<file path="config.mk">
export PLATFORM = sky130hd
export DESIGN_NAME = program_loader
export DESIGN_NICKNAME = d
export VERILOG_FILES = /design/src/hw/glm_pkg.sv /design/src/hw/program_loader.sv
export VERILOG_INCLUDE_DIRS = /design/src /design/src/hw
export SDC_FILE = /design/constraint.sdc
export NUM_CORES = 1
export LEC_CHECK = 0
export BUFFER_PORTS_ARGS = -buffer_cell sky130_fd_sc_hd__buf_2
export CAP_MARGIN = 20
export CORE_AREA = 2 2 446 448
export CTS_BUF_LIST = sky130_fd_sc_hd__clkbuf_8
export DETAILED_ROUTE_END_ITERATION = 16
export DIE_AREA = 0 0 448 450
export PLACE_DENSITY = 0.35
export SYNTH_ARGS = -nofsm -noshare
export SYNTH_HDL_FRONTEND = slang
export SYNTH_SLANG_ARGS = --single-unit
</file>
<file path="constraint.sdc">
create_clock -name clk -period 3.35 [get_ports clk]
set_input_delay 0.1675 -clock clk [delete_from_list [all_inputs] [get_ports clk]]
set_output_delay 0.1675 -clock clk [all_outputs]
set_load 0.005 [all_outputs]
</file>
<file path="src/hw/glm_params.svh">
`ifndef GLM_PARAMS_SVH
`define GLM_PARAMS_SVH

// line and word geometry
`define GLM_LINE_W      512
`define GLM_WORD_W      32
`define GLM_ADDR_W      42
`define GLM_PC_W        16
`define GLM_LOG2_PROG   8
`define GLM_NUM_CLASSES 6
`define GLM_NUM_IDX     3

// word positions inside an instruction line
`define GLM_W_ARG0      3
`define GLM_W_ARG1      4
`define GLM_W_STRIDE0   10
`define GLM_W_CMP       13
`define GLM_W_TARGET    14
`define GLM_W_OPCODE    15
`define GLM_NB_BIT      8

// special codes
`define GLM_PC_HALT     16'hFFFF
`define GLM_IDX_KEEP    32'hFFFFFFFF
`define GLM_IDX_INC     32'h0FFFFFFF
`define GLM_IDX_DEC     32'h01FFFFFF

`endif

</file>
<file path="src/hw/glm_pkg.sv">
`include "glm_params.svh"

package glm_pkg;

    // one program line, word 0 in the low bits
    typedef logic [`GLM_LINE_W/`GLM_WORD_W-1:0][`GLM_WORD_W-1:0] line_t;

    // the three index register values
    typedef logic [`GLM_NUM_IDX-1:0][`GLM_WORD_W-1:0] idx_vec_t;

    // one bit per operation class
    typedef logic [`GLM_NUM_CLASSES-1:0] class_vec_t;

    // program command from the host
    typedef struct packed {
        logic [`GLM_ADDR_W-1:0] addr;
        logic [15:0]            length;
    } prog_cmd_t;

    // host read channel
    typedef struct packed {
        logic                   valid;
        logic [`GLM_ADDR_W-1:0] addr;
    } host_rd_req_t;

    typedef struct packed {
        logic  valid;
        line_t data;
    } host_rd_rsp_t;

    // program memory ports
    typedef struct packed {
        logic                      en;
        logic [`GLM_LOG2_PROG-1:0] addr;
        line_t                     data;
    } prog_wr_t;

    typedef struct packed {
        logic  valid;
        line_t data;
    } prog_rd_t;

    // arguments handed to an engine at dispatch
    typedef struct packed {
        idx_vec_t               idx;
        logic [`GLM_WORD_W-1:0] arg0;
        logic [`GLM_WORD_W-1:0] arg1;
    } op_args_t;

    typedef enum logic [2:0] {
        IDLE,
        FETCH,
        WAIT_LINE,
        DECODE,
        EXECUTE,
        DONE
    } seq_state_t;

endpackage

</file>
<file path="src/hw/program_loader.sv">
`timescale 1ns/1ns
`include "glm_params.svh"

module program_loader
(
    input  logic                  clk,
    input  logic                  reset,
    input  logic                  start,
    input  glm_pkg::prog_cmd_t    cmd,
    input  logic                  host_rd_almost_full,
    output glm_pkg::host_rd_req_t host_rd_req,
    input  glm_pkg::host_rd_rsp_t host_rd_rsp,
    output glm_pkg::prog_wr_t     prog_wr,
    output logic                  program_loaded
);

    logic               busy;
    glm_pkg::prog_cmd_t cmd_q;
    logic [15:0]        req_count;
    logic [15:0]        rsp_count;
    logic               req_go;
    logic               rsp_go;

    // request side stalls on almost_full, count is kept
    assign req_go = busy && (req_count < cmd_q.length) && !host_rd_almost_full;
    // responses come back in order, one line each
    assign rsp_go = busy && host_rd_rsp.valid && (rsp_count < cmd_q.length);

    // ======================================
    // command latch and completion
    // ======================================
    always_ff @(posedge clk)
    begin
        if (reset)
        begin
            busy <= 1'b0;
            program_loaded <= 1'b0;
            req_count <= '0;
            rsp_count <= '0;
        end
        else
        begin
            program_loaded <= 1'b0;
            if (!busy)
            begin
                if (start)
                begin
                    busy <= 1'b1;
                    cmd_q <= cmd;
                    req_count <= '0;
                    rsp_count <= '0;
                end
            end
            else if (rsp_count == cmd_q.length)
            begin
                // last write is in flight this cycle
                program_loaded <= 1'b1;
                busy <= 1'b0;
            end
            else
            begin
                if (req_go)
                begin
                    req_count <= req_count + 16'd1;
                end
                if (rsp_go)
                begin
                    rsp_count <= rsp_count + 16'd1;
                end
            end
        end
    end

    // ======================================
    // host requests and memory writes
    // ======================================
    always_ff @(posedge clk)
    begin
        if (reset)
        begin
            host_rd_req.valid <= 1'b0;
            prog_wr.en <= 1'b0;
        end
        else
        begin
            host_rd_req.valid <= req_go;
            prog_wr.en <= rsp_go;
        end
        host_rd_req.addr <= cmd_q.addr + `GLM_ADDR_W'(req_count);
        prog_wr.addr <= rsp_count[`GLM_LOG2_PROG-1:0];
        prog_wr.data <= host_rd_rsp.data;
    end

endmodule

</file>
==> flow_summary.ini, run 1 <==
[clock_network]
clock-sinks = 656
postCtsSetupBuffers = 0
cts.repair.resized = 0
h-tree-depth = 4
cts_inserted_buffers = 133
ctsHoldBuffers = 1029
ctsLongestPathBuffers = 3
cts-root-buf = clkbuf_8

[floorplanning]
start_util = 0.08614
die_w_um = 448
fp.dieH_um = 450
rows = 163
io_pins = 1140

[placed_design]
dpl_worst_slack_ps = 297.4
portBuffers = 1139
hpwl_um = 98220
gp_congestion = 0.9548

[status]
stop_error = [ERROR RSZ-0060] Max buffer count reached.
haltStage = clock tree synthesis
outcome = stopped before the end

[synthesis]
ys_top_cells_by_area = dfxtp_1 71%, edfxtp_1 10%, ha_1 3.6%, xnor2_1 1.1%, a21oi_1 0.95%
yosys_warnings = 0
yosys.area.top_type = dfxtp_1
async_flop_share = 0
syn_area_um2 = 16930
synth_top_area_share = 0.7069
ys_types = 59
syn-num-nets = 1755
synth_seq_area_share = 0.8098
netlist_instances = 1130
synth-edff-count = 58
synth_top_flop_cell = dfxtp_1
ys_ff_latch = 656
avgSynthCellArea_um2 = 14.99
cell usage after synthesis (all sizes together), types with 16 or more instances:
master	count
a21oi	32
dfxtp	598
edfxtp	58
ha	49
inv	29
nand2	34
nand3	31
nand4	18
nor2	29
nor3	17
o21ai	21
xnor2	22
xor2	16
stage by stage:
step                      area (µm²)  std cells    util
after global placement         26010       4907  0.1323
after floorplan                16940       1130       -
after detailed placement       26010       4907  0.1323
kinds of logic after synthesis:
logic type	count (synthesis)	share of synthesized area
muxes	1	0.0005911
AOI/OAI and AO/OA	132	0.05357
buffers and inverters	47	0.01093
and+or+nand+nor	206	0.06812
DFF	656	0.8098
adders and majority gates	50	0.03738
xor gates and xnor gates	38	0.01965
==> inputs of run 2 (changes only) <==
--- a/config.mk
+++ b/config.mk
@@ -8,11 +8,10 @@
 export LEC_CHECK = 0
 export BUFFER_PORTS_ARGS = -buffer_cell sky130_fd_sc_hd__buf_2
 export CAP_MARGIN = 20
-export CORE_AREA = 2 2 446 448
-export CTS_BUF_LIST = sky130_fd_sc_hd__clkbuf_8
+export CORE_AREA = 2 2 445 447
 export DETAILED_ROUTE_END_ITERATION = 16
-export DIE_AREA = 0 0 448 450
-export PLACE_DENSITY = 0.35
+export DIE_AREA = 0 0 447 449
+export PLACE_DENSITY_LB_ADDON = 0.15
 export SYNTH_ARGS = -nofsm -noshare
 export SYNTH_HDL_FRONTEND = slang
 export SYNTH_SLANG_ARGS = --single-unit
==> constraint.sdc (replaced) <==
create_clock -name clk -period 4.35 [get_ports clk]
set_input_delay 0.2175 -clock clk [delete_from_list [all_inputs] [get_ports clk]]
set_output_delay 0.2175 -clock clk [all_outputs]
set_load 0.005 [all_outputs]
==> flow_summary.ini, run 2 <==
[clock_network]
insertion_delay_ps = 720
cts-root-buf = clkbuf_16
postCtsSetupBuffers = 0
clkTransAtPathRegs_ps = 60
cts_tree = yes
ctsLongestPathBuffers = 3
clock-sinks = 656
cts_inserted_buffers = 87
ctsHoldBuffers = 574
cts.repair.resized = 0
h-tree-depth = 3

[final_layout]
top_regs = prog_wr (521), cmd_q (58), host_rd_req (43)
fill_cells = 21990
top_register = prog_wr
regArea_um2 = 13710
largest_reg_flops = 521
fin_area_um2 = 34750
layout-drive-gt1-share = 0.4344
final_cell_mix = 1139 x buf_2, 598 x dfxtp_1, 574 x dlygate4sd3_1
finalNonFillerCells = 5650
layout_commonest_cell = buf_2
area_growth_pct = 105.2
final_nets = 3544
multi_input_area_um2 = 3049

[sta]
period_share = 0.7413
finalSetupViolations = 0
drv_slew = 0
period_needed_ps = 3225
rsz0062_at_grt = false
finalClockSkew_ps = 46.27
slew_headroom = 0.4041
worst_pin_slew_ps = 890.5
fmax_ghz = 0.3101
hold_viol = 0
fin_tns_setup_ps = 0

[placed_design]
dp_cells = 4896
hpwl_um = 78940
place_area_um2 = 25920
gp_congestion = 0.7628
portBuffers = 1139

[global_route]
grt_pass1_vias = 17260
grt_pass1_wl_um = 131300
grt.overflow.total = 0
grt_max_degree = 47
grtUsageTotal = 0.09453
grt_antenna_before_repair = 62

[synthesis]
yosys.area.top_type = dfxtp_1
ys_types = 59
syn-num-nets = 1755
async_flop_share = 0
synth_most_common_cell = dfxtp_1
ys_top_cells_by_area = dfxtp_1 71%, edfxtp_1 10%, ha_1 3.6%, xnor2_1 1.1%, a21oi_1 0.95%
synth-edff-count = 58
synth_top_flop_cell = dfxtp_1
synth_common_cells = 598 x dfxtp_1, 58 x edfxtp_1, 49 x ha_1
netlist_instances = 1130
synth_seq_area_share = 0.8098
yosys_warnings = 0
syn_area_um2 = 16930
ys_ff_latch = 656
synth_top_area_share = 0.7069
avgSynthCellArea_um2 = 14.99

[detailed_routing]
drtPass1Iterations = 6
via_count = 15750
wirelength_um = 97220
drt-vias-per-instance = 2.787
wl_per_cell_um = 17.21
drt_iter0_markers = 471
drc = 0
drtAntennaViolNets = 0

[critical_path]
critPathCaptureType = register
cp.arrival_ps = 3790
cp_slowest_cell = a221o_1
path_cells = ha_1 -> inv_1 -> fa_1 -> nand2b_1 -> a21oi_1 -> o41a_1 -> a221o_1 -> or3b_2 -> xnor2_1
critPathLaunchType = register
required_ps = 4910
cp_max_fo = 13
r2r_slack_ps = 1130
critPathKind = reg2reg
slowest_delay_ps = 580

[floorplanning]
start_util = 0.08632
dieArea_um2 = 200700
io_pins = 1140
rows = 163
fp.dieH_um = 449
fp.coreArea_um2 = 196200
die_w_um = 447

[power_and_ir_drop]
ir_drop_v = 0.0003059
finalPower_uw = 15360
pwr_density_cell_nw_per_um2 = 442.0
p_leak_uw = 0.01523

[run]
maxCapViolCount = 0

[status]
outcome = complete, no violations

[hold_path]
hold_class = in2reg
run 2: cell counts after synthesis:
No cell type changed its count.
run 2: worst max-delay path: cells and delay by family, from the launching register on:
kind	cells	cell delay (ps)
simple gates	2	690
xor+xnor	1	140
buf+inv	1	60
compound gates	3	1120
flops	1	420
fa+ha+maj	2	630
run 2: cells by family after synthesis:
logic type / Yosys count / synth area share
AOI/OAI and AO/OA: 132 / 0.05357
xor gates and xnor gates: 38 / 0.01965
adders and majority gates: 50 / 0.03738
buffers and inverters: 47 / 0.01093
DFF: 656 / 0.8098
muxes: 1 / 0.0005911
and+or+nand+nor: 206 / 0.06812
run 2: through the flow:
step / worst slack (ps) / hold slack (ps) / utilization
6_report: 1125 / 109.0 / 0.1771
5_1_grt: 897.7 / 31.18 / 0.1770
4_1_cts: 1060 / 6.233 / 0.1768
3_5_place_dp: 1132 / 321.1 / 0.1321
3_3_place_gp: 1116 / 319.3 / 0.1321
2_1_floorplan: 765.8 / 245.2 / -
run 2: area by class of cell:
type                            count  share of cell area
Clock buffer                      124             0.07248
Inverter                           29            0.003133
Multi-Input combinational cell    427             0.08775
Clock inverter                     32             0.01437
Antenna cell                       24            0.001728
Tap cell                         2640             0.09506
Sequential cell                   656              0.3946
Timing Repair Buffer             1718              0.3308
run 2: path summary, 6_finish.rpt:
check,from,cells past startpoint,end
setup / recovery,req_count[0],9,host_rd_req[38]
hold / removal,host_rd_rsp[449],2,prog_wr[449]
setup reg to reg,req_count[0],9,host_rd_req[38]
hold reg to reg,rsp_count[4],0,prog_wr[516]
run 2: report_power, final:
group / internal (µW) / switching [µW] / leakage [µW]
Sequential: 6400 / 90.0 / 0.00557
Clock: 4480 / 3110 / 0.00146
Combinational: 732 / 542 / 0.00820
run 2: layer usage:
layer / global-route usage / routed length [µm]
met4: 0.05126 / 5836
met3: 0.03787 / 8244
met2: 0.1822 / 52410
met5: 0 / 139
met1: 0.08159 / 30590
No activity file was read; power rests on OpenSTA's default activity.
