**config.mk**
```make
export PLATFORM = sky130hd
export DESIGN_NAME = index_regs
export DESIGN_NICKNAME = d
export VERILOG_FILES = /design/src/hw/glm_pkg.sv /design/src/hw/index_regs.sv
export VERILOG_INCLUDE_DIRS = /design/src /design/src/hw
export SDC_FILE = /design/constraint.sdc
export NUM_CORES = 2
export LEC_CHECK = 0
export BUFFER_PORTS_ARGS = -buffer_cell sky130_fd_sc_hd__buf_4
export CAP_MARGIN = 20
export CORE_AREA = 8 8 499 403
export DETAILED_ROUTE_END_ITERATION = 7
export DIE_AREA = 0 0 507 411
export PLACE_DENSITY_LB_ADDON = 0.2
export SKIP_CTS_REPAIR_TIMING = 1
export SYNTH_ARGS = -nofsm -noshare
export SYNTH_HDL_FRONTEND = slang
export SYNTH_SLANG_ARGS = --single-unit
```
**constraint.sdc**
```tcl
create_clock -name clk -period 39.9 [get_ports clk]
set_input_delay 9.975 -clock clk [delete_from_list [all_inputs] [get_ports clk]]
set_output_delay 9.975 -clock clk [all_outputs]
set_load 0.02 [all_outputs]
```
**src/hw/glm_params.svh**
```systemverilog
`ifndef GLM_PARAMS_SVH
`define GLM_PARAMS_SVH

// line and word geometry
`define GLM_LINE_W      512
`define GLM_WORD_W      32
`define GLM_ADDR_W      42
`define GLM_PC_W        16
`define GLM_LOG2_PROG   8
`define GLM_NUM_CLASSES 6
`define GLM_NUM_IDX     3

// word positions inside an instruction line
`define GLM_W_ARG0      3
`define GLM_W_ARG1      4
`define GLM_W_STRIDE0   10
`define GLM_W_CMP       13
`define GLM_W_TARGET    14
`define GLM_W_OPCODE    15
`define GLM_NB_BIT      8

// special codes
`define GLM_PC_HALT     16'hFFFF
`define GLM_IDX_KEEP    32'hFFFFFFFF
`define GLM_IDX_INC     32'h0FFFFFFF
`define GLM_IDX_DEC     32'h01FFFFFF

`endif

```
**src/hw/glm_pkg.sv**
```systemverilog
`include "glm_params.svh"

package glm_pkg;

    // one program line, word 0 in the low bits
    typedef logic [`GLM_LINE_W/`GLM_WORD_W-1:0][`GLM_WORD_W-1:0] line_t;

    // the three index register values
    typedef logic [`GLM_NUM_IDX-1:0][`GLM_WORD_W-1:0] idx_vec_t;

    // one bit per operation class
    typedef logic [`GLM_NUM_CLASSES-1:0] class_vec_t;

    // program command from the host
    typedef struct packed {
        logic [`GLM_ADDR_W-1:0] addr;
        logic [15:0]            length;
    } prog_cmd_t;

    // host read channel
    typedef struct packed {
        logic                   valid;
        logic [`GLM_ADDR_W-1:0] addr;
    } host_rd_req_t;

    typedef struct packed {
        logic  valid;
        line_t data;
    } host_rd_rsp_t;

    // program memory ports
    typedef struct packed {
        logic                      en;
        logic [`GLM_LOG2_PROG-1:0] addr;
        line_t                     data;
    } prog_wr_t;

    typedef struct packed {
        logic  valid;
        line_t data;
    } prog_rd_t;

    // arguments handed to an engine at dispatch
    typedef struct packed {
        idx_vec_t               idx;
        logic [`GLM_WORD_W-1:0] arg0;
        logic [`GLM_WORD_W-1:0] arg1;
    } op_args_t;

    typedef enum logic [2:0] {
        IDLE,
        FETCH,
        WAIT_LINE,
        DECODE,
        EXECUTE,
        DONE
    } seq_state_t;

endpackage

```
**src/hw/index_regs.sv**
```systemverilog
`timescale 1ns/1ns
`include "glm_params.svh"

module index_regs
(
    input  logic                clk,
    input  logic                reset,
    input  logic                clear,
    input  logic                advance,
    input  glm_pkg::line_t      line,
    input  logic [3:0]          opclass,
    output glm_pkg::idx_vec_t   idx,
    output glm_pkg::op_args_t   args
);

    logic scaled;

    // keep, step up, step down, or load the code itself
    function automatic logic [`GLM_WORD_W-1:0] update_index
    (
        input logic [`GLM_WORD_W-1:0] code,
        input logic [`GLM_WORD_W-1:0] value
    );
        logic [`GLM_WORD_W-1:0] result;
        case (code)
            `GLM_IDX_KEEP: result = value;
            `GLM_IDX_INC:  result = value + 32'd1;
            `GLM_IDX_DEC:  result = value - 32'd1;
            default:       result = code;
        endcase
        return result;
    endfunction

    // update codes sit in words 0 to 2
    always_ff @(posedge clk)
    begin
        if (reset || clear)
        begin
            idx <= '0;
        end
        else if (advance)
        begin
            for (int i = 0; i < `GLM_NUM_IDX; i++)
            begin
                idx[i] <= update_index(line[i], idx[i]);
            end
        end
    end

    // memory access classes 1..3 get index times stride
    always_comb
    begin
        scaled = (opclass >= 4'd1) && (opclass <= 4'd3);
        for (int i = 0; i < `GLM_NUM_IDX; i++)
        begin
            args.idx[i] = scaled ? idx[i] * line[`GLM_W_STRIDE0 + i] : idx[i];
        end
        args.arg0 = line[`GLM_W_ARG0];
        args.arg1 = line[`GLM_W_ARG1];
    end

endmodule

```
* Word level (Yosys, flattened, before mapping)
Cells that the tools add are included.
Storage, ports and cells: flip-flop bits (word level) 96, output and inout port bits 256
Cells by class: $add $sub $neg 6, $mul 3, magnitude comparators 2, equal/unequal tests 9, mux-type cells 6, bitwise operators 3, reduce and logical (&&, ||, !) cells 5
Operators by type and width (count):
- 32-bit one-hot mux with 3 select lines | 3
- 32-bit by 1-bit adder with 32-bit output, second input constant | 3
- 32-bit by 25-bit == test with 1-bit output, second input constant | 3
- 32-bit by 28-bit == test with 1-bit output, second input constant | 3
- 32-bit == test, second input constant | 3
- 32-bit by 32-bit multiplier with 32-bit output | 3
- 32-bit two-way mux | 3
- 32-bit by 1-bit subtractor with 32-bit output, second input constant | 3
- 2-bit AND reduction | 3
- 4-bit by 1-bit greater-or-equal comparator with 1-bit output, second input constant | 1
- 4-bit by 2-bit less-or-equal comparator with 1-bit output, second input constant | 1
- 1-bit NOT | 3
- 1-bit logical AND | 1
- 1-bit logical OR | 1

* Depth between registers and ports, before layout
depth after elaboration 3, depth in mapped cells 27, gate-level depth less buffers 25

* Worst setup path after synthesis
OpenSTA, ideal clock, no wires.
path kind input to output, start input port line[323] in the netlist's numbering, end output port args[92] in the netlist's numbering, arrival time 16.927 ns, data required time 29.925 ns, slack 12.998 ns, cell stages on the path 25, buffers on the path 2, cells stage by stage clkbuf_1 > clkbuf_1 > and2_1 > fa_1 > inv_1 > fa_1 > fa_1 > fa_1 > inv_1 > fa_1 > inv_1 > fa_1 > inv_1 > fa_1 > fa_1 > ha_1 > a21oi_1 > nor2b_1 > o21a_1 > o2111ai_1 > nand2_1 > a221o_1 > or4_1 > and3_1 > o31ai_1
RTL lines:
- start, declared | RTL line index_regs.sv:10 | input glm_pkg::line_t line,
- end, declared | RTL line index_regs.sv:13 | output glm_pkg::op_args_t args

==> results by group <==
Critical path
  – Worst setup path start: line[354]
  – Crit Reg-Reg Endpoint: idx[28]
  – CP required: approximately 30 ns
  – FF-to-FF Start: idx[0]
  – WP data arrival: approximately 18 ns
  – CP endpoint kind: output pin
  – Worst Setup EP: args[125]
  – Reg2Reg Depth: 12
  – Crit Path Class: input port to output pin
  – Worst-path maximum fanout: 30
  – Reg2reg setup slack: roughly 36 ns
  – Startpoint types: input port

Drt
  – Detailed Route WL: roughly 220 mm
  – ANT nets after route: 0
  – DRC: 0
  – Avg Vias per Cell: between 4 and 5
  – DR iter-0 viols: around 3.5k
  – Drt wl/cell: between 20 and 25 um
  – First-pass DRT Iterations: 5
  – Routed via count: roughly 47k

Die
  – Starting Density: 0.298
  – DIE WIDTH: slightly above 500 um
  – Row count: between 100 and 150
  – Die footprint: about 0.21 mm2
  – Top Ports: 776
  – Die H: ~410 um
  – Core area: 0.193 mm2

Run
  – Max Cap Violations: 0

Final layout
  – Biggest regs: idx: 96 flops
  – Max reg flops: between 90 and 100
  – Area grow syn2layout: 9.61%
  – Most flops, register: idx
  – Nets@finish: ~9k
  – Share of cells above drive strength 1: 0.0812

Status
  – Status: finished, final reports clean

Synth
  – Synthesized area: ~0.058 mm2
  – Sequential area share after synthesis: 0.0334
  – Dominant cell type by area after synthesis: fa_1
  – FFs w/ async S/R, synth: 0
  – Synthesized instance count: just under 7k
  – Ranking of synthesized cells by area: fa_1 43%, and2_1 10%, ha_1 10%, inv_1 7.7%, nand2_1 5.9%
  – Number of flops mapped to enable cells by yosys: 0
  – Synth Flop Type: dfxtp_1
  – Share of Yosys cell area claimed by the top area cell type: 0.427
  – Distinct cell type count after synthesis: 79
  – Syn Nets: 8931
  – Mean cell area of the mapped netlist: between 8 and 9 um2
  – Synthesis-stage register bit count: between 90 and 100
  – Yosys warnings: 0

Power
  – Leakage: ~0.031 uW
  – Reg power frac: 0.083
  – NetSw: 736 uW
  – Power Density: 21.1 mW/mm2
  – Combinational share of power: 0.841
  – Share of total power in the clock network: 0.076
  – Worst VDD drop: ~28 uV
  – Switching Share: 0.554
  – Pint: 594 uW

Timing
  – Slew headroom: 0.243
  – Setup TNS: 0 ns
  – RSZ-0062 raised after global routing: false
  – Fin crit share: 0.693
  – Clock Skew: approximately 0.024 ns
  – Setup violations, final: 0
  – Slew Viols, Final: 0
  – Slew @ Worst Pin: between 1 and 1.5 ns
  – FMAX: between 30 and 40 MHz
  – Fin crit period: ~28 ns
  – Final hold violations: 0
  – Hold slack: 0.454 ns

Worst hold path
  – Hold crit path type: register to register

Clock network
  – Longest Clk Path Bufs: 2
  – # clock sinks: 96
  – Clk pin slew, worst setup/hold paths: about 0.07 ns
  – Skew-Pair Late Insertion Delay: roughly 0.40 ns
  – H-tree Lvls: 3
  – Num CTS Buffers: 9
  – Clk root buf: clkbuf_16
  – CTS tree: yes

GRT
  – Global route overflow: 0
  – Number of antenna violations at the first check in global routing: 47
  – Largest net degree at the start of global routing: roughly 110
  – Vias in the first global route: 49.5k
  – Global-route wire length before repair: roughly 330 mm
  – Overall routing resource usage: 0.205

Placed design
  – IO buf count: 391
  – GPL Wtd Cong: 0.878
  – DPL Wire Length: between 150 and 200 mm
==> cell usage after synthesis, types with 13 or more instances <==
cell type and number:
a211oi_1 29, a21o_1 69, a21oi_1 197, a31oi_1 33, and2_1 937, and3_1 22
buf_4 64, clkbuf_1 346, dfxtp_1 96, fa_1 1227, ha_1 459, inv_1 1177
nand2_1 902, nand2b_1 22, nand3_1 82, nand4_1 28, nor2_1 138, nor2b_1 17
nor3_1 59, o211ai_1 43, o21a_1 39, o21ai_0 205, o21bai_1 15, o31ai_1 15
or2_2 13, or3_1 20, xnor2_1 209, xor2_1 91
==> power groups by stage <==
stage                     sequential [uW]  combinational [uW]  clock (uW)
after floorplan                       110                 750           0
after global placement                113                1110           0
after detailed placement              113                1110           0
after CTS                             111                1120         106
after global routing                  111                1240         108
final                                 110                1120         101
==> stage by stage <==
| stage | setup slack, ns | util | instances | area, um2 | total power, uW |
|---|---|---|---|---|---|
| final | 12.25 | 0.326 | 9407 | 63100 | 1330 |
| after global routing | 11.97 | 0.326 | 9402 | 63100 | 1460 |
| after CTS | 12.44 | 0.326 | 9383 | 63000 | 1340 |
| after detailed placement | 12.47 | 0.324 | 9367 | 62700 | 1230 |
| after global placement | 12.45 | 0.324 | 9366 | 62600 | 1220 |
| after floorplan | 13.00 | - | 6725 | 57600 | 860 |
==> kinds of logic (layout without fill, tap and decap cells) <==
logic type | count (synthesis) | after routing | synth area share
buf+inv | 1592 | 1681 | 0.108
compound gates | 752 | 752 | 0.0826
mux | 12 | 12 | 0.00215
xor+xnor | 300 | 300 | 0.0456
fa+ha+maj | 1686 | 1686 | 0.527
simple gates | 2287 | 2287 | 0.202
other cells | 0 | 21 | 0
flops | 96 | 96 | 0.0334
==> metal layers <==
metal,wire length [um],up-vias,GRT usage
li1,-,20700,-
met1,98100,24200,0.287
met2,98900,1517,0.330
met3,12700,263,0.0297
met4,6610,8,0.0631
met5,50,-,0
==> cell usage in the layout, fill, tap and decap left out, types with 33 or more instances in the layout <==
| master | count |
|---|---|
| o211ai_1 | 43 |
| nor2_1 | 133 |
| buf_4 | 482 |
| and2_1 | 937 |
| nand3_1 | 82 |
| o21ai_0 | 205 |
| dfxtp_1 | 90 |
| a31oi_1 | 33 |
| ha_1 | 459 |
| a21o_1 | 69 |
| xnor2_1 | 209 |
| fa_1 | 1227 |
| nand2_1 | 902 |
| nor3_1 | 59 |
| inv_1 | 1177 |
| a21oi_1 | 197 |
| xor2_1 | 91 |
| o21a_1 | 38 |
==> area by class of cell <==
class	instances	area [um2]
multi-input cells	5037	49400
clock buffers	9	225
inverters	1178	4420
repair buffers	487	3740
well taps	2572	3220
fillers	20500	130000
diodes	21	52.6
flip-flops and latches	96	1930
clock inverters	7	71.3
==> worst min-delay path by stage <==
stage | slack (ns) | depth (start not counted) | endpoint | from
after floorplan | 0.57 | 2 | idx[22] | idx[22]
after global placement | 0.44 | 2 | idx[80] | idx[80]
after detailed placement | 0.44 | 2 | idx[80] | idx[80]
after CTS | 0.46 | 2 | idx[80] | idx[80]
after global routing | 0.49 | 2 | idx[1] | idx[1]
final | 0.45 | 2 | idx[80] | idx[80]
==> worst max-delay path, stage by stage <==
cell      delay, ns
buf_4          0.24
and2_1         0.24
fa_1           0.54
inv_1          0.05
fa_1           0.45
fa_1           0.49
inv_1          0.05
fa_1           0.55
ha_1           0.23
ha_1           0.27
inv_1          0.04
fa_1           0.47
inv_1          0.05
fa_1           0.44
ha_1           0.25
nor4_1         0.25
o21ai_0        0.24
a311oi_1       0.71
o21ai_0        0.44
a31oi_1        0.40
o21ai_0        0.26
xnor2_1        0.18
o21ai_0        0.56
buf_4          0.26
Power figures use the tool's default switching activity.
