`src/hw/glm_params.svh`:
```
`ifndef GLM_PARAMS_SVH
`define GLM_PARAMS_SVH

// line and word geometry
`define GLM_LINE_W      512
`define GLM_WORD_W      32
`define GLM_ADDR_W      42
`define GLM_PC_W        16
`define GLM_LOG2_PROG   8
`define GLM_NUM_CLASSES 6
`define GLM_NUM_IDX     3

// word positions inside an instruction line
`define GLM_W_ARG0      3
`define GLM_W_ARG1      4
`define GLM_W_STRIDE0   10
`define GLM_W_CMP       13
`define GLM_W_TARGET    14
`define GLM_W_OPCODE    15
`define GLM_NB_BIT      8

// special codes
`define GLM_PC_HALT     16'hFFFF
`define GLM_IDX_KEEP    32'hFFFFFFFF
`define GLM_IDX_INC     32'h0FFFFFFF
`define GLM_IDX_DEC     32'h01FFFFFF

`endif

```
`src/hw/glm_pkg.sv`:
```
`include "glm_params.svh"

package glm_pkg;

    // one program line, word 0 in the low bits
    typedef logic [`GLM_LINE_W/`GLM_WORD_W-1:0][`GLM_WORD_W-1:0] line_t;

    // the three index register values
    typedef logic [`GLM_NUM_IDX-1:0][`GLM_WORD_W-1:0] idx_vec_t;

    // one bit per operation class
    typedef logic [`GLM_NUM_CLASSES-1:0] class_vec_t;

    // program command from the host
    typedef struct packed {
        logic [`GLM_ADDR_W-1:0] addr;
        logic [15:0]            length;
    } prog_cmd_t;

    // host read channel
    typedef struct packed {
        logic                   valid;
        logic [`GLM_ADDR_W-1:0] addr;
    } host_rd_req_t;

    typedef struct packed {
        logic  valid;
        line_t data;
    } host_rd_rsp_t;

    // program memory ports
    typedef struct packed {
        logic                      en;
        logic [`GLM_LOG2_PROG-1:0] addr;
        line_t                     data;
    } prog_wr_t;

    typedef struct packed {
        logic  valid;
        line_t data;
    } prog_rd_t;

    // arguments handed to an engine at dispatch
    typedef struct packed {
        idx_vec_t               idx;
        logic [`GLM_WORD_W-1:0] arg0;
        logic [`GLM_WORD_W-1:0] arg1;
    } op_args_t;

    typedef enum logic [2:0] {
        IDLE,
        FETCH,
        WAIT_LINE,
        DECODE,
        EXECUTE,
        DONE
    } seq_state_t;

endpackage

```
`src/hw/sequencer.sv`:
```
`timescale 1ns/1ns
`include "glm_params.svh"

module sequencer
(
    input  logic                        clk,
    input  logic                        reset,
    input  logic                        program_loaded,
    output logic                        rd_en,
    output logic [`GLM_LOG2_PROG-1:0]   rd_addr,
    input  glm_pkg::prog_rd_t           rd,
    output glm_pkg::line_t              line,
    input  glm_pkg::idx_vec_t           idx,
    input  glm_pkg::op_args_t           args,
    output logic                        idx_clear,
    output logic                        idx_advance,
    output logic [`GLM_NUM_CLASSES-1:0] op_start,
    output glm_pkg::op_args_t           op_args,
    input  logic [`GLM_NUM_CLASSES-1:0] op_done,
    output logic                        done
);

    glm_pkg::seq_state_t          state;
    logic [`GLM_PC_W-1:0]         pc;
    logic [`GLM_NUM_CLASSES-1:0]  pending;

    logic [3:0]                   opclass;
    logic [3:0]                   flow;
    logic                         nonblocking;
    logic                         is_op;
    logic [2:0]                   cls_idx;
    logic [`GLM_NUM_CLASSES-1:0]  cls_mask;
    logic                         blocked;
    logic                         at_halt;
    logic                         is_jump;
    logic [`GLM_WORD_W-1:0]       sel_idx;
    logic [`GLM_PC_W-1:0]         branch_pc;
    logic [`GLM_PC_W-1:0]         next_pc;

    // ======================================
    // decode of the latched line
    // ======================================
    always_comb
    begin
        opclass = line[`GLM_W_OPCODE][7:4];
        flow = line[`GLM_W_OPCODE][3:0];
        nonblocking = line[`GLM_W_OPCODE][`GLM_NB_BIT];
        is_op = (opclass != 4'd0) && (opclass <= 4'(`GLM_NUM_CLASSES));
        cls_idx = opclass[2:0] - 3'd1;
        cls_mask = is_op ? (glm_pkg::class_vec_t'(1) << cls_idx) : '0;

        // a done in the dispatch cycle itself releases the wait
        blocked = !nonblocking && (|(cls_mask & (pending | op_start) & ~op_done));
        at_halt = (pc == `GLM_PC_HALT);

        // jump on index 0, 1 or 2
        case (flow)
            4'd1: sel_idx = idx[0];
            4'd2: sel_idx = idx[1];
            4'd3: sel_idx = idx[2];
            default: sel_idx = '0;
        endcase
        is_jump = (flow >= 4'd1) && (flow <= 4'd3);
        // low half taken on match, high half otherwise
        if (sel_idx == line[`GLM_W_CMP])
        begin
            branch_pc = line[`GLM_W_TARGET][`GLM_PC_W-1:0];
        end
        else
        begin
            branch_pc = line[`GLM_W_TARGET][`GLM_WORD_W-1 -: `GLM_PC_W];
        end
        next_pc = is_jump ? branch_pc : pc + 1'b1;
    end

    assign rd_en = (state == glm_pkg::FETCH);
    assign rd_addr = pc[`GLM_LOG2_PROG-1:0];
    assign idx_clear = (state == glm_pkg::IDLE) && program_loaded;
    assign idx_advance = (state == glm_pkg::EXECUTE) && !blocked && !at_halt;
    assign done = (state == glm_pkg::DONE);

    // ======================================
    // control FSM
    // ======================================
    always_ff @(posedge clk)
    begin
        if (reset)
        begin
            state <= glm_pkg::IDLE;
            pc <= '0;
            op_start <= '0;
            pending <= '0;
        end
        else
        begin
            op_start <= '0;
            pending <= (pending | op_start) & ~op_done;
            case (state)
                glm_pkg::IDLE:
                begin
                    if (program_loaded)
                    begin
                        pc <= '0;
                        state <= glm_pkg::FETCH;
                    end
                end

                glm_pkg::FETCH:
                begin
                    state <= glm_pkg::WAIT_LINE;
                end

                glm_pkg::WAIT_LINE:
                begin
                    if (rd.valid)
                    begin
                        state <= glm_pkg::DECODE;
                    end
                end

                glm_pkg::DECODE:
                begin
                    op_start <= cls_mask;
                    pc <= next_pc;
                    state <= glm_pkg::EXECUTE;
                end

                glm_pkg::EXECUTE:
                begin
                    if (!blocked)
                    begin
                        state <= at_halt ? glm_pkg::DONE : glm_pkg::FETCH;
                    end
                end

                glm_pkg::DONE:
                begin
                    state <= glm_pkg::IDLE;
                end

                default:
                begin
                    state <= glm_pkg::IDLE;
                end
            endcase
        end
    end

    // line and dispatch arguments
    always_ff @(posedge clk)
    begin
        if (state == glm_pkg::WAIT_LINE && rd.valid)
        begin
            line <= rd.data;
        end
        // held until the next dispatch
        if (state == glm_pkg::DECODE && is_op)
        begin
            op_args <= args;
        end
    end

endmodule

```
`config.mk`:
```
export PLATFORM = sky130hd
export DESIGN_NAME = sequencer
export DESIGN_NICKNAME = d
export VERILOG_FILES = /design/src/hw/glm_pkg.sv /design/src/hw/sequencer.sv
export VERILOG_INCLUDE_DIRS = /design/src /design/src/hw
export SDC_FILE = /design/constraint.sdc
export NUM_CORES = 1
export LEC_CHECK = 0
export ABC_AREA = 1
export BUFFER_PORTS_ARGS = -buffer_cell sky130_fd_sc_hd__clkbuf_2
export CAP_MARGIN = 30
export CORE_AREA = 3 3 578 580
export DETAILED_ROUTE_END_ITERATION = 6
export DIE_AREA = 0 0 581 583
export PLACE_DENSITY = 0.34
export RECOVER_POWER = 100
export SYNTH_ARGS = -nofsm -noshare
export SYNTH_HDL_FRONTEND = slang
export SYNTH_SLANG_ARGS = --single-unit
```
`constraint.sdc`:
```
create_clock -name clk -period 49.2 [get_ports clk]
set_clock_uncertainty 0.05 [all_clocks]
set_input_delay 12.3 -clock clk [delete_from_list [all_inputs] [get_ports clk]]
set_output_delay 12.3 -clock clk [all_outputs]
set_load 0.005 [all_outputs]
```
After elaboration in Yosys (flattened, before gate mapping). Index checks and enable logic that the tools add are counted.

Bits in registers: 703. Input port bits: 778. Output and inout bits: 690. Word-level logic and storage cells: 79.

Add/subtract/negate cells: 2. Order comparisons: 3. Eq/ne operators: 13. Shift-type cells: 1. Muxes and demuxes: 11. Bitwise operators: 6. Reduce and logical (&&, ||, !) cells: 18.

Operators by type and width (number): $pmux W32 S3 (1); $mux W16 (3); $eq A32 B32 Y1 (1); $pmux W16 S2 (1); $and A6 B6 Y6 (3); $add A16 B1 Y16 const B (1); $eq A16 B16 Y1 const B (1); $pmux W3 S5 (1); $mux W3 (4); $eq A4 B2 Y1 const B (2); $logic_and A1 B1 Y1 (8); $eq A3 B2 Y1 const B (2); $eq A3 B3 Y1 const B (2); $mux W6 (1); $ne A2 B2 Y1 const B (3); $not A6 Y6 (1); $or A6 B6 Y6 (1); $reduce_or A6 Y1 (1); $shl A1 B3 Y6 const A (1); $eq A4 B1 Y1 const B (1); $ge A4 B1 Y1 const B (1); $le A4 B2 Y1 const B (1); $le A4 B3 Y1 const B (1); $reduce_bool A4 Y1 (1); 9 further kinds (11).

Depth between registers and ports, before layout.
Depth after elaboration: 10. Depth in mapped cells: 18. Depth with buffers taken out: 17.

Worst setup path before layout. Ideal clock, no wire load.

Path kind: input-to-reg. Start point: input rd[512] (netlist bit). End point: register line[0] (netlist bit), enable pin. Library setup time: 1.397 ns. Arrival time: 33.309 ns. Required time: 47.753 ns. Slack: 14.444 ns. Stages on the path: 2. Path buffers: 0. Cells stage by stage: inv_1 > nor2_1.

Longest elaborated chain between the ends: 1.

RTL lines: start, declared (RTL line sequencer.sv:11) `input glm_pkg::prog_rd_t rd,`; $logic_and A1 B1 Y1 (RTL line sequencer.sv:152) `if (state == glm_pkg::WAIT_LINE && rd.valid)`; end signal, assigned (RTL line sequencer.sv:154) `line <= rd.data;`; end, declared (RTL line sequencer.sv:12) `output glm_pkg::line_t line,`.

No other way between the ends. A chain may end at the register's enable or synchronous reset.

Worst setup path in the final report.
Start point: input op_done[5]. End point: output idx_advance.

Longest elaborated chain between the ends: 7.

RTL lines: start, declared (RTL line sequencer.sv:19) `` input logic [`GLM_NUM_CLASSES-1:0] op_done, ``; $not A6 Y6 (RTL line sequencer.sv:53) `blocked = !nonblocking && (|(cls_mask & (pending | op_start) & ~op_done));`; $and A6 B6 Y6 (RTL line sequencer.sv:53); $reduce_or A6 Y1 (RTL line sequencer.sv:53); $logic_and A1 B1 Y1 (RTL line sequencer.sv:53); $logic_not A1 Y1; $logic_and A1 B1 Y1 (2 in a row) (RTL line sequencer.sv:79) `assign idx_advance = (state == glm_pkg::EXECUTE) && !blocked && !at_halt;`; end, declared (RTL line sequencer.sv:16) `output logic idx_advance,`.

No other way between the ends.

==> results.txt <==
----------------------------------------------------
[Run status]
  Status ... finished, violations left
  Violations in the final reports ... max-capacitance violations, max-slew violations

[STA]
  RSZ-0062 raised after global routing ... no
  Max_slew headroom ... -4.67
  Fraction of the cycle the final worst path needs ... 0.522
  Post-route setup TNS ... 0 ps
  Final critical-path setup slack ... 23520 ps
  Maximum clock frequency ... 38.9 MHz
  Hold Fails Final Rpt ... 0
  Number of setup violations in the final report ... 0
  Max Slew Vio Count ... 681
  Min Clock Period, post-route ... ~26000 ps
  Worst slack on hold paths ... 441 ps
  Slew at the pin closest to its max-slew limit ... 8500 ps

[Clocking]
  Post-CTS Hold Buffers ... 0
  Clock root buffer ... clkbuf_16
  CTS H-tree depth ... 3
  Clock edge transition at the registers on the reported setup and hold paths ... 50 ps
  Num CTS Buffers ... 107
  Number of setup buffers added after CTS ... 0
  Cts repair resizes ... 0
  Clock latency at the later pin of the worst-skew pair ... approximately 820 ps
  Maximum root-to-sink buffer count ... 4
  Total clock sinks ... 703
  TritonCTS clock tree ... done

[Routing]
  Iter 0 DRT Violations ... ~1300
  Remaining antenna violation count ... 0
  Via-per-instance ratio ... 2.76
  Routed WL per cell ... 36.0 µm
  Overall via count from detail_route ... 20305
  Drt total wl ... 265 mm
  Remaining design rule violation count ... 0
  Number of optimization iterations in the first detailed-route pass ... 5

[Global route]
  Combined global-route utilization of all metal layers ... 0.150
  Routing layer with the top usage in global route ... met2
  Vias in the first global route ... 19831
  Global-route track usage on met3 ... 0.149
  Maximum number of pins on one net before global-route repair ... 149
  Overall overflow remaining after global route ... 0
  Antenna violations before repair ... between 300 and 400
  Wire length of the first global-routing pass ... 308 mm
  Global-route met1 utilization ... 0.134
  GR met2 Demand/Resource ... 0.240

[Die]
  Die H ... between 500 and 600 µm
  Die extent in x ... 581 µm
  Top-level port count ... 1468
  Initial standard-cell utilization of the core ... 0.0718
  Total die area ... 339000 µm²
  Row cnt ... around 210
  Placeable Area ... 330000 µm²

[Yosys]
  Post-synthesis sequential element count ... between 700 and 800
  Most instantiated cells after synthesis ... edfxtp_1, nand2_1, nand3_1
  Top cells by area in the synthesized netlist ... edfxtp_1, nand2_1, nand3_1
  Number of enable flip-flop cells after synthesis ... between 600 and 700
  Syn Inst Count ... 1305
  Fraction of synthesis flops using an asynchronous set or reset pin ... 0
  Register area share after synthesis ... 0.878
  Yosys warning count ... 0
  Cell variety after synth ... 37
  Main flop type after synthesis ... edfxtp_1
  Leading area contributor after synthesis ... edfxtp_1
  Area share of the leading cell type in the synthesized netlist ... 0.852
  Number of nets in the synthesized netlist ... about 2100
  Synthesized cell area ... 23700 µm²
  Leading cell type by number of instances after synthesis ... edfxtp_1
  Mean area per synthesized cell ... 18.1 µm²

[Placed design]
  HPWL Detailed ... 237 mm
  Number of port buffers ... 1467
  Worst setup slack after placement ... 23520 ps
  Final weighted congestion of routability-driven global placement ... 0.923

[Final layout]
  P&R area growth vs syn ... 65.7%
  Footprint of the multi-input gates ... 2340 µm²
  Fraction of the core area covered by cells at the end of the flow ... 0.119
  Number of fill cells in the layout ... 37689
  Proportion of layout cells with a drive suffix above 1 ... 0.322
  Number of nets in the layout ... 3649
  Register area ... 20800 µm²

[Worst hold path]
  Worst Hold Class ... reg2reg
  Startpoint of the tightest hold check path ... pending[0]

[Worst setup path]
  Critical R2R Launch ... state[1]
  Endpoint required time on the critical path ... 36850 ps
  Launch point of the worst path ... op_done[5]
  Data arrival at the endpoint of the critical path ... 13330 ps
  Nature of the critical path endpoint ... output pin
  Worst-path fanout max ... 3
  Flop2flop setup slack ... 35340 ps
  Critical path class ... in2out
  CP Launch Type ... input port

[Pwr]
  Reported leakage power ... ~14 nW
  IR Drop Worst-Case VDD ... between 0.02 and 0.03 mV
  Power per standard cell area ... 40.9 nW/µm²
  Final Total Pwr ... 1.61 mW

[Run]
  Number of max-cap violations ... 12

----------------------------------------------------
-- final cells by class --
type | instances | area share
antenna | 37 | 0.00236
clock buffer | 131 | 0.0732
clock inverter | 61 | 0.0190
inverter | 83 | 0.00797
multi-input combinational | 486 | 0.0598
sequential | 703 | 0.530
tap | 4366 | 0.139
timing repair buffer | 1488 | 0.168
-- critical path, cell delays in order --
cell and delay [ps]:
clkbuf_1 80, or4_1 520, nand3_1 90, nand2_1 90
nand2_1 70, nor2_1 30, buf_1 130
-- sequential cells by signal (all words and copies together) (netlist names) --
signal    cells
state         3
op_args     160
pc           16
op_start      6
pending       6
line        512
-- cells in the final DEF, fill, tap and decap left out, drive strengths merged, types with 2 or more instances in the layout --
master and n:
nor4 3, xor2 3, xnor2 2, nand3b 3, diode 37, clkinv 33
inv 84, dfxtp 31, nand2 184, o21ai 18, o21bai 5, a21oi 12
clkinvlp 12, buf 6, ha 2, nor3 10, nand3 136, edfxtp 672
clkbuf 1613, nor2 67, bufinv 15, nand4 34
-- per-layer routing --
metal,vias to the layer above,share of wire
met4,112,0.040
met1,9441,0.31
met5,-,0.0038
met3,814,0.22
li1,8050,-
met2,1888,0.43
-- kinds of logic (layout without fill, tap and decap cells) --
group | count (synthesis) | after routing | synth area share
xor gates and xnor gates | 5 | 5 | 0.00185
adders and majority gates | 2 | 2 | 0.00106
DFF | 703 | 703 | 0.878
other | 0 | 37 | 0
AOI/OAI and AO/OA | 40 | 40 | 0.00946
and+or+nand+nor | 439 | 439 | 0.0866
buffers and inverters | 116 | 1763 | 0.0226
-- per-stage QoR --
stage                     instances  area, µm²
after floorplan                1305      23700
after global routing           7332      39200
after CTS                      7315      40100
after global placement         7122      36400
final                          7355      39200
after detailed placement       7123      36500
-- worst paths after layout --
kind,end,depth (start not counted)
min,pending[0],2
max reg2reg,line[102],8
max,idx_advance,7
min reg2reg,pending[0],2
-- report_power, final --
| part | internal (mW) | leakage (nW) | switching, mW |
|---|---|---|---|
| combinational | 0.0312 | 5.45 | 0.0639 |
| sequential | 0.684 | 6.34 | 0.00823 |
| clock | 0.491 | 1.73 | 0.326 |
| total | 1.21 | 13.5 | 0.399 |
No activity file was read; power rests on OpenSTA's default activity.
